$ cat src/spi_defs.svh
// SPI master parameters

`ifndef SPI_DEFS_SVH
`define SPI_DEFS_SVH

//////////////////////////////////////////////////
// Word and prescaler sizes
//////////////////////////////////////////////////

// Number of bits shifted in one frame.
`define SPI_WORD_LEN 8

// Width of the prescaler code. Code p gives half periods of 2^(p+1) clocks.
`define SPI_PRESC_BITS 3

// Width of the prescaler counter. It must hold the largest limit,
// which is 2^(2^SPI_PRESC_BITS) - 1 = 255 for a 3-bit code.
`define SPI_PRESC_CNT_BITS 8

`endif

$ cat src/spi_pkg.sv
// SPI master types

`include "spi_defs.svh"

package spi_pkg;

    //////////////////////////////////////////////////
    // Data and configuration types
    //////////////////////////////////////////////////

    // One data word as sent or received on the bus.
    typedef logic [`SPI_WORD_LEN-1:0] word_t;

    // SPI mode. Bit 1 is the clock polarity and bit 0 is the clock phase.
    typedef logic [1:0] spi_mode_t;

    // Settings that travel with each word. They are fixed for a whole frame.
    typedef struct packed {
        spi_mode_t                  mode;      // Polarity and phase.
        logic                       lsbfirst;  // Set to shift the LSB first.
        logic [`SPI_PRESC_BITS-1:0] presc;     // Prescaler code.
    } spi_cfg_t;

    //////////////////////////////////////////////////
    // Engine state
    //////////////////////////////////////////////////

    // The shift engine is either waiting for a word or running a frame.
    typedef enum logic {
        st_idle = 1'b0,
        st_busy = 1'b1
    } engine_state_t;

endpackage

$ cat src/spi_word_if.sv
// Word transfer interface

`timescale 1ns/1ps

interface spi_word_if;

    // On the transmit path full means a word is waiting and take pops it.
    // On the receive path full is a one-cycle valid and only data goes with it.
    logic              full;
    spi_pkg::word_t    data;
    spi_pkg::spi_cfg_t cfg;
    logic              take;

    // Side that owns the word.
    modport source (
        output full,
        output data,
        output cfg,
        input  take
    );

    // Side that consumes the word.
    modport sink (
        input  full,
        input  data,
        input  cfg,
        output take
    );

endinterface

$ cat src/spi_tx_buffer.sv
// SPI transmit buffer

`timescale 1ns/1ps

module spi_tx_buffer (
    input  logic              wr,            // System clock.
    input  logic              rst,           // Asynchronous reset, active high.
    input  logic              tx_write,      // One-cycle write strobe.
    input  spi_pkg::word_t    tx_data,       // Word to be sent.
    input  spi_pkg::spi_cfg_t cfg_in,        // Settings captured with the word.
    input  logic              rst_tx_error,  // Clears the sticky error.
    output logic              tx_completed,  // High while the buffer is empty.
    output logic              tx_error,      // Sticky overrun flag.
    spi_word_if.source        tx             // Word to the shift engine.
);

    logic              full;    // A word is waiting for the engine.
    spi_pkg::word_t    data_r;  // Held word.
    spi_pkg::spi_cfg_t cfg_r;   // Settings of the held word.

    //////////////////////////////////////////////////
    // Buffer flags
    //////////////////////////////////////////////////

    always_ff @(posedge wr or posedge rst) begin
        if (rst) begin
            full     <= 1'b0;
            tx_error <= 1'b0;
        end else begin
            // The engine only takes while full, so take and an accepted write never meet.
            if (tx.take) begin
                full <= 1'b0;
            end else if (tx_write && !full) begin
                full <= 1'b1;  // Write accepted.
            end
            // Clearing wins over a refused write in the same cycle.
            if (rst_tx_error) begin
                tx_error <= 1'b0;
            end else if (tx_write && full) begin
                tx_error <= 1'b1;  // Overrun. The held word is kept.
            end
        end
    end

    // Word and settings are captured together and stay put while full.
    always_ff @(posedge wr) begin
        if (tx_write && !full) begin
            data_r <= tx_data;
            cfg_r  <= cfg_in;
        end
    end

    assign tx_completed = ~full;  // Empty again in the cycle after take.
    assign tx.full      = full;
    assign tx.data      = data_r;
    assign tx.cfg       = cfg_r;

    // The engine must never pop an empty buffer.
    a_take_needs_full : assert property (
        @(posedge wr) disable iff (rst) tx.take |-> full
    );

endmodule

$ cat src/spi_shift_engine.sv
// SPI frame engine

`timescale 1ns/1ps

`include "spi_defs.svh"

module spi_shift_engine (
    input  logic              wr,         // System clock.
    input  logic              rst,        // Asynchronous reset, active high.
    spi_word_if.sink          tx,         // Word from the transmit buffer.
    spi_word_if.source        rx,         // Received word to the receive buffer.
    input  spi_pkg::spi_mode_t mode_idle, // Live mode. Sets the sck level between frames.
    input  logic              miso,       // Serial data from the slave.
    output logic              sck,        // Serial clock.
    output logic              mosi,       // Serial data to the slave.
    output logic              ss          // Slave select, active low.
);

    localparam int word_len = `SPI_WORD_LEN;
    localparam int cnt_w    = `SPI_PRESC_CNT_BITS;
    localparam int half_w   = $clog2(2 * word_len + 1);  // Holds 0 to 2 * word_len.

    spi_pkg::engine_state_t state;
    spi_pkg::spi_cfg_t      cfg_r;       // Settings of the running frame.
    logic [cnt_w-1:0]       presc_cnt;   // Clocks spent in the current half period.
    logic [cnt_w-1:0]       presc_lim;   // Last count of a half period.
    logic [half_w-1:0]      half_cnt;    // Half periods done. Bit 0 is the internal clock.
    logic [half_w-1:0]      last_half;   // Half period on which the frame ends.
    spi_pkg::word_t         shift_tx;    // Bits still to be sent.
    spi_pkg::word_t         shift_rx;    // Bits collected so far.
    logic                   mosi_r;      // Bit presented while ss is low.
    logic                   rx_valid;    // One-cycle strobe for a finished word.
    logic                   first_bit;   // First bit of the waiting word.
    logic                   tick;        // End of a half period.
    logic                   sample_ph;   // Current half period ends on a sampling edge.
    logic                   frame_end;   // Final tick of the frame.
    logic                   pol;         // Polarity in use on the sck pin.

    //////////////////////////////////////////////////
    // Timing decode
    //////////////////////////////////////////////////

    // A half period lasts presc_lim + 1 = 2^(p+1) clocks.
    assign presc_lim = cnt_w'((32'd1 << (32'(cfg_r.presc) + 32'd1)) - 32'd1);

    assign tick = (state == spi_pkg::st_busy) && (presc_cnt == presc_lim);

    // Phase 0 samples on the edges leaving even half periods and phase 1 on odd ones.
    assign sample_ph = (half_cnt[0] == cfg_r.mode[0]);

    // Phase 0 has no trailing half period after the last sample. Phase 1 has one.
    assign last_half = cfg_r.mode[0] ? half_w'(2 * word_len) : half_w'(2 * word_len - 1);

    assign frame_end = tick && !sample_ph && (half_cnt == last_half);

    assign first_bit = tx.cfg.lsbfirst ? tx.data[0] : tx.data[word_len-1];

    // Pop the buffer as soon as a word waits and no frame runs.
    assign tx.take = (state == spi_pkg::st_idle) && tx.full;

    //////////////////////////////////////////////////
    // Frame FSM
    //////////////////////////////////////////////////

    always_ff @(posedge wr or posedge rst) begin
        if (rst) begin
            state     <= spi_pkg::st_idle;
            cfg_r     <= '0;
            presc_cnt <= '0;
            half_cnt  <= '0;
            ss        <= 1'b1;
            mosi_r    <= 1'b1;
            rx_valid  <= 1'b0;
        end else begin
            rx_valid <= 1'b0;
            case (state)
                spi_pkg::st_idle: begin
                    if (tx.full) begin
                        state     <= spi_pkg::st_busy;
                        cfg_r     <= tx.cfg;       // Settings are frozen here.
                        presc_cnt <= '0;
                        half_cnt  <= '0;
                        ss        <= 1'b0;
                        // Phase 0 needs the first bit valid before the first edge.
                        mosi_r    <= tx.cfg.mode[0] ? 1'b1 : first_bit;
                    end
                end
                spi_pkg::st_busy: begin
                    if (!tick) begin
                        presc_cnt <= presc_cnt + 1'b1;
                    end else begin
                        presc_cnt <= '0;
                        if (frame_end) begin
                            state    <= spi_pkg::st_idle;
                            half_cnt <= '0;          // sck back to its idle level.
                            ss       <= ~tx.full;    // Stay selected for a waiting word.
                            rx_valid <= 1'b1;
                        end else begin
                            half_cnt <= half_cnt + 1'b1;
                            // Shifting edge. Put the next bit out.
                            if (!sample_ph) begin
                                mosi_r <= cfg_r.lsbfirst ? shift_tx[0] : shift_tx[word_len-1];
                            end
                        end
                    end
                end
                default: state <= spi_pkg::st_idle;
            endcase
        end
    end

    //////////////////////////////////////////////////
    // Shift registers
    //////////////////////////////////////////////////

    always_ff @(posedge wr) begin
        if (tx.take) begin
            shift_tx <= tx.data;
        end else if (tick && sample_ph) begin
            // Sampling edge. Capture miso and advance the transmit word with a fill of 1.
            if (cfg_r.lsbfirst) begin
                shift_rx <= {miso, shift_rx[word_len-1:1]};
                shift_tx <= {1'b1, shift_tx[word_len-1:1]};
            end else begin
                shift_rx <= {shift_rx[word_len-2:0], miso};
                shift_tx <= {shift_tx[word_len-2:0], 1'b1};
            end
        end
    end

    //////////////////////////////////////////////////
    // Outputs
    //////////////////////////////////////////////////

    // Between separate frames the live mode decides the idle level.
    assign pol  = ss ? mode_idle[1] : cfg_r.mode[1];
    assign sck  = pol ^ half_cnt[0];
    assign mosi = ss ? 1'b1 : mosi_r;  // Line rests high while deselected.

    assign rx.full = rx_valid;
    assign rx.data = shift_rx;

    // Outside a frame ss stays low only while the next word is still queued.
    a_ss_low_in_frame : assert property (
        @(posedge wr) disable iff (rst) !ss |-> (state == spi_pkg::st_busy) || tx.full
    );

    a_presc_in_range : assert property (
        @(posedge wr) disable iff (rst) presc_cnt <= presc_lim
    );

endmodule

$ cat src/spi_rx_buffer.sv
// SPI receive buffer

`timescale 1ns/1ps

module spi_rx_buffer (
    input  logic           wr,            // System clock.
    input  logic           rst,           // Asynchronous reset, active high.
    spi_word_if.sink       rx,            // Finished words from the engine.
    input  logic           rd,            // One-cycle read acknowledge.
    output spi_pkg::word_t rx_data,       // Last received word.
    output logic           rx_completed   // Set while an unread word is held.
);

    //////////////////////////////////////////////////
    // Word capture
    //////////////////////////////////////////////////

    always_ff @(posedge wr or posedge rst) begin
        if (rst) begin
            rx_data      <= '0;
            rx_completed <= 1'b0;
        end else if (rx.full) begin
            // A new word replaces an unread one. It also wins over rd.
            rx_data      <= rx.data;
            rx_completed <= 1'b1;
        end else if (rd) begin
            rx_completed <= 1'b0;  // Word has been read.
        end
    end

    // The held word moves only when the engine hands over a new one.
    a_data_on_valid : assert property (
        @(posedge wr) disable iff (rst) $changed(rx_data) |-> $past(rx.full)
    );

endmodule

$ cat src/spi_master.sv
// SPI master top level

`timescale 1ns/1ps

`include "spi_defs.svh"

module spi_master (
    input  logic                       wr,            // System clock.
    input  logic                       rst,           // Asynchronous reset, active high.
    input  logic                       tx_write,      // Write strobe for tx_data.
    input  spi_pkg::word_t             tx_data,       // Word to transmit.
    input  spi_pkg::spi_mode_t         mode,          // SPI mode 0 to 3.
    input  logic                       lsbfirst,      // Bit order of the next word.
    input  logic [`SPI_PRESC_BITS-1:0] prescaler,     // Half period is 2^(p+1) clocks.
    input  logic                       rst_tx_error,  // Clears tx_error.
    input  logic                       rd,            // Read acknowledge for rx_data.
    input  logic                       miso,          // Serial data from the slave.
    output logic                       tx_completed,  // Transmit buffer is free.
    output logic                       tx_error,      // Write was made while busy.
    output logic                       rx_completed,  // A received word is waiting.
    output spi_pkg::word_t             rx_data,       // Last received word.
    output logic                       sck,           // Serial clock.
    output logic                       mosi,          // Serial data to the slave.
    output logic                       ss             // Slave select, active low.
);

    spi_pkg::spi_cfg_t cfg;  // Settings captured with each write.

    //////////////////////////////////////////////////
    // Configuration and links
    //////////////////////////////////////////////////

    assign cfg.mode     = mode;
    assign cfg.lsbfirst = lsbfirst;
    assign cfg.presc    = prescaler;

    spi_word_if tx_word ();  // Buffer to engine.
    spi_word_if rx_word ();  // Engine to receive buffer.

    //////////////////////////////////////////////////
    // Blocks
    //////////////////////////////////////////////////

    spi_tx_buffer i_tx_buffer (
        .wr           (wr),
        .rst          (rst),
        .tx_write     (tx_write),
        .tx_data      (tx_data),
        .cfg_in       (cfg),
        .rst_tx_error (rst_tx_error),
        .tx_completed (tx_completed),
        .tx_error     (tx_error),
        .tx           (tx_word.source)
    );

    // The engine also sees the live mode so sck idles correctly outside frames.
    spi_shift_engine i_shift_engine (
        .wr        (wr),
        .rst       (rst),
        .tx        (tx_word.sink),
        .rx        (rx_word.source),
        .mode_idle (mode),
        .miso      (miso),
        .sck       (sck),
        .mosi      (mosi),
        .ss        (ss)
    );

    spi_rx_buffer i_rx_buffer (
        .wr           (wr),
        .rst          (rst),
        .rx           (rx_word.sink),
        .rd           (rd),
        .rx_data      (rx_data),
        .rx_completed (rx_completed)
    );

endmodule

$ cat config.mk
export PLATFORM = sky130hd
export DESIGN_NAME = spi_master
export DESIGN_NICKNAME = d
export VERILOG_FILES = /design/src/spi_pkg.sv /design/src/spi_word_if.sv /design/src/spi_tx_buffer.sv /design/src/spi_shift_engine.sv /design/src/spi_rx_buffer.sv /design/src/spi_master.sv
export VERILOG_INCLUDE_DIRS = /design/src
export SDC_FILE = /design/constraint.sdc
export NUM_CORES = 1
export LEC_CHECK = 0
export ABC_CLOCK_PERIOD_IN_PS = 5350
export BUFFER_PORTS_ARGS = -buffer_cell sky130_fd_sc_hd__buf_2
export CORE_ASPECT_RATIO = 0.6
export CORE_MARGIN = 2
export CORE_UTILIZATION = 59
export DETAILED_ROUTE_END_ITERATION = 8
export GPL_ROUTABILITY_DRIVEN = 0
export PLACE_DENSITY_LB_ADDON = 0.15
export SLEW_MARGIN = 20
export SYNTH_ARGS = -nofsm -noshare
export SYNTH_HDL_FRONTEND = slang
export SYNTH_SLANG_ARGS = --single-unit
$ cat constraint.sdc
create_clock -name wr -period 5.35 [get_ports wr]
set_input_delay 1.07 -clock wr [delete_from_list [all_inputs] [get_ports wr]]
set_output_delay 1.07 -clock wr [all_outputs]
set_load 0.05 [all_outputs]
After elaboration in Yosys (flattened, before gate mapping)
Index checks and enable logic that the tools add are counted.
{ "totals": {"out_inout_bits": 14, "reg_bits": 64} }
{ "op_classes": {"shift": 1, "reduce_logical": 18, "addsub": 4, "bitwise": 4, "mux": 39, "eq_ne": 8} }
{ "op_table": {"columns": ["cell", "count"], "rows": [
  ["8-bit 2-to-1 mux", 6],
  ["1-bit by 32-bit left shift with 8-bit output (first input constant)", 1],
  ["1-bit 2-to-1 mux", 24],
  ["5-bit 2-to-1 mux", 4],
  ["8-bit case mux with 2 select lines", 1],
  ["2-bit inequality test (second input constant)", 5],
  ["5-bit case mux with 2 select lines", 1],
  ["8-bit by 1-bit adder with 8-bit output (second input constant)", 1],
  ["8-bit == test", 1],
  ["2-bit nonzero test", 4],
  ["8-bit by 1-bit subtractor with 8-bit output (second input constant)", 1],
  ["1-bit logical AND", 7],
  ["1-bit case mux with 2 select lines", 3],
  ["2-bit AND reduction", 3],
  ["5-bit by 1-bit adder with 5-bit output (second input constant)", 1],
  ["5-bit == test", 1],
  ["3-bit by 1-bit adder with 4-bit output (second input constant)", 1],
  ["4-bit AND reduction", 1],
  ["1-bit inverter", 3],
  ["3-bit AND reduction", 1],
  ["1-bit zero test", 2],
  ["1-bit == test", 1],
  ["1-bit XOR", 1]
]} }

Depth between registers and ports, before layout
{ "logic_depth": {"ltp_word": 10, "mapped_depth": 11} }

Hierarchy
A second synthesis with hierarchy kept.
{ "hier_totals": {"cells_unflattened": 286, "area_unflattened_um2": 3164.3} }
{ "by_module_without_submodules": {"columns": ["mod", "area_per_inst_um2", "cells_each", "n_inst"], "rows": [
  ["spi_shift_engine", 2279.7, 240, 1],
  ["spi_tx_buffer", 500.5, 23, 1],
  ["spi_rx_buffer", 384.1, 23, 1]
]} }

Least setup slack after synthesis
Ideal clock, no wire load.
{ "synth_timing": {"path_kind": "flip-flop to flip-flop", "start": "register i_shift_engine.cfg_r[1] (netlist bit)", "end": "register i_shift_engine.shift_tx[0] (enable)", "path_stages_with_launch": 12, "setup_time_ps": 384, "setup_slack_ps": 1884, "arrival_time_ps": 3082, "cell_sequence": "dfrtp_1 -> buf_2 -> buf_2 -> or3_1 -> ha_1 -> clkbuf_1 -> or4_4 -> o31ai_2 -> a21oi_2 -> a211oi_1 -> nand2_1 -> o21ai_0"} }
{ "synth_via": {"elab_chain_cells": 7} }
{ "synth_rtl": {"columns": ["element", "line_no", "rtl"], "rows": [
  ["start: declaration", "spi_shift_engine.sv:24", "spi_pkg::spi_cfg_t cfg_r;"],
  ["start signal: assignment", "spi_shift_engine.sv:80", "cfg_r <= tx.cfg;"],
  ["3-bit by 1-bit adder with 4-bit output", "spi_shift_engine.sv:44", "assign presc_lim = cnt_w'((32'd1 << (32'(cfg_r.presc) + 32'd1)) - 32'd1);"],
  ["1-bit by 32-bit left shift with 8-bit output", "spi_shift_engine.sv:44", null],
  ["8-bit by 1-bit subtractor with 8-bit output", "spi_shift_engine.sv:44", null],
  ["8-bit == test", "spi_shift_engine.sv:46", "assign tick = (state == spi_pkg::st_busy) && (presc_cnt == presc_lim);"],
  ["1-bit logical AND", "spi_shift_engine.sv:46", null],
  ["1-bit logical AND", "spi_shift_engine.sv:119", "end else if (tick && sample_ph) begin"],
  ["2-bit nonzero test (no line)", null, null],
  ["end signal: assignment", "spi_shift_engine.sv:118", "shift_tx <= tx.data;"],
  ["end signal: assignment", "spi_shift_engine.sv:123", "shift_tx <= {1'b1, shift_tx[word_len-1:1]};"],
  ["end signal: assignment", "spi_shift_engine.sv:126", "shift_tx <= {shift_tx[word_len-2:0], 1'b1};"],
  ["end: declaration", "spi_shift_engine.sv:29", "spi_pkg::word_t shift_tx;"]
]} }
No other way between the ends.
A chain may end at the register's enable or synchronous reset.

Worst setup path after layout
{ "layout_timing": {"start": "register i_shift_engine.cfg_r[1] (netlist bit)", "end": "register i_shift_engine.shift_tx[4] (enable)"} }
Same word-level chain as after synthesis.

==> flow_summary.ini <==
[run_status]
status = finished clean

[finish]
layout-drive-gt1-share_pct = 25.7
nets = 318
fill_cells = 388
antenna_cells = 0
syn_to_final_growth_pct = 11.5
layout.area.seq_sq_mm = 0.00175
multi_input_area_sq_mm = 0.00126

[worst_setup_path]
crit_fanout = 15
critical_path_class = reg2reg
endpoint_kind = flip-flop
critPathLaunchType = flip-flop
crit_required_ns = 5.31
arrival_ns = 3.48

[cts]
worstSkewPairLatency_ns = 0.33
ctsHoldBuffers = 0
clock-sinks = 64
ctsResizeCount = 0
cts_setup_buffers = 0
cts_tree = built
htreeDepth = 3
cts_buffer_depth = 2
clk_pin_slew_ns = 0.07
root_buffer = clkbuf_8
cts_made_buffers = 9

[routing]
vias = 2093
via_per_inst = 5.72
routed_wl_mm = 5.66
drt_iter0_markers = 115
avgRoutedWirePerCell_microns = 15.5
drc = 0
detail-route-antenna-nets = 0
firstDrtPassIters = 4

[place]
numPortBuffers = 33
dp_hpwl_mm = 3.93
dp_slack_ns = 1.58

[floorplan]
ios = 34
fp.dieArea_sq_mm = 0.00589
chipWidth_microns = 97.8
row_count = 20
start_util_pct = 61.3
fp.coreArea_sq_mm = 0.00508
die_h_microns = 60.3

[grt]
grt_pass1_vias = 1935
grt_remaining_overflow = 0
grt.total_usage_pct = 20.8
antenna_found_initial = 0
grt_first_pass_wirelength_mm = 9.37
grt_start_max_net_pins = 35

[power_and_ir_drop]
p_leak_nw = 1.46
power_density_mw_per_mm2 = 259
ir_drop_mv = 0.227

[timing]
timing.final.crit_share_pct = 65.9
finalSetupTns_ns = 0
rsz0062_at_grt = false
hold_violations = 0
postLayoutSetupSlackWorst_ns = 1.83
finalCriticalPeriod_ns = 3.52
fmax_mhz = 284
worstMarginPinSlew_ns = 1.00
drv_slew = 0
setup_viol = 0
fin_skew_ns = 0.00589
relSlewSlack_pct = 32.8

[synthesis]
yosys_warnings = 0
ys_seq_area_share_pct = 56.3
ys_seq_elements = 64
syn_nets = 289
yosys.area.top_type_share_pct = 28.9
synthFlopType = dfrtp_1
synth_cell_types = 50
async_flop_share_pct = 53.1
yosys-top-cells-count = dfrtp_1 (32), edfxtp_1 (30), nand2_1 (28)
syn_avg_cell_area_sq_um = 11.7
synth.cell_area_sq_mm = 0.00311
synth_edf_count = 30
synthCells = 266
synthTopCellsByArea = edfxtp_1 (29%), dfrtp_1 (26%), mux2_2 (6.9%)
yosysMostFrequentCell = dfrtp_1
yosys.area.top_type = edfxtp_1

[job]
drv_cap = 0

[min_path]
hold_path.class = reg2reg
[cell families (layout without fill, tap and decap cells)]
family,count (synthesis),count (layout),synth area share [%]
DFF,64,64,56.3
and+or+nand+nor,80,80,12.7
buffers and inverters,24,58,3.29
other,1,1,0.120
AOI/OAI and AO/OA,50,50,11.7
xor gates and xnor gates,9,9,2.53
muxes,35,35,12.1
adders and majority gates,3,3,1.21
[sequential cells by signal, summed over array words and instances (netlist names), 5 cells and up]
register,count
i_rx_buffer.rx_data,8
i_shift_engine.cfg_r,6
i_shift_engine.half_cnt,5
i_shift_engine.presc_cnt,8
i_shift_engine.rx.data,8
i_shift_engine.shift_tx,8
i_tx_buffer.tx.cfg,6
i_tx_buffer.tx.data,8
[critical path: stages, from the launching register on]
cell	delay, ns
dfrtp_1	0.58
or3_1	0.45
ha_1	0.29
or4_4	0.44
o31ai_2	0.10
a21oi_2	0.11
a211oi_1	0.45
nand2_1	0.14
o21ai_1	0.60
[final timing paths]
kind / startpoint / to / slack (ns) / cells after the start
worst max-delay path: i_shift_engine.cfg_r[1] / i_shift_engine.shift_tx[4] / 1.83 / 8
worst min register to register: i_tx_buffer.tx.cfg[5] / i_shift_engine.cfg_r[5] / 0.45 / 2
worst max register to register: i_shift_engine.cfg_r[1] / i_shift_engine.shift_tx[4] / 1.83 / 8
worst min-delay path: i_tx_buffer.tx.cfg[5] / i_shift_engine.cfg_r[5] / 0.45 / 2
max in group asynchronous: rst / i_shift_engine.ss / 4.17 / 3
min in group asynchronous: rst / i_shift_engine.presc_cnt[6] / 0.82 / 3
[per-stage QoR]
| step | util (%) | hold slack, ns | cell area [sq um] | std cells | total power, mW |
|---|---|---|---|---|---|
| floorplan | - | 0.415 | 3110 | 266 | 0.545 |
| global placement | 64.9 | 0.426 | 3300 | 350 | 0.556 |
| detailed placement | 65.0 | 0.435 | 3300 | 350 | 0.557 |
| CTS | 68.3 | 0.454 | 3470 | 366 | 0.908 |
| global route | 68.3 | 0.491 | 3470 | 366 | 0.930 |
| finish | 68.3 | 0.451 | 3470 | 366 | 0.900 |
[cell usage in the layout (no fill, tap or decap), drive strengths merged, types with 2 or more instances in the layout]
cell,n
nand4b,3
a31oi,4
nor3,2
xor2,5
a21oi,14
nand2,28
xnor2,4
edfxtp,30
dfstp,2
nand2b,4
inv,9
and3,3
nand3,11
clkbuf,9
clkinv,2
mux2,21
o2bb2ai,2
ha,3
clkinvlp,4
a2111oi,3
mux2i,14
nor2,16
nand4,3
buf,34
dfrtp,32
o22ai,4
nor2b,3
a21o,4
a211oi,3
o21ai,7
[power by group]
part / switching (mW) / total, mW / internal (mW)
clock network: 0.187 / 0.354 / 0.167
registers: 0.00268 / 0.522 / 0.519
logic: 0.0159 / 0.0242 / 0.00825
total: 0.206 / 0.900 / 0.694
[final cells by class]
class | instances | area share [%]
inverters | 8 | 0.865
clock inverters | 7 | 1.37
clock buffers | 9 | 3.57
flip-flops and latches | 64 | 50.5
repair buffers | 34 | 4.97
multi-input cells | 178 | 36.3
well taps | 66 | 2.38
[layer usage]
metal	global-route usage, %	vias to the layer above	routed length [microns]
met3	6.55	5	278
met2	30.1	59	2400
met1	31.0	996	2960
met5	0	-	0
met4	4.96	0	31
li1	-	1033	-
Power figures use the tool's default switching activity.
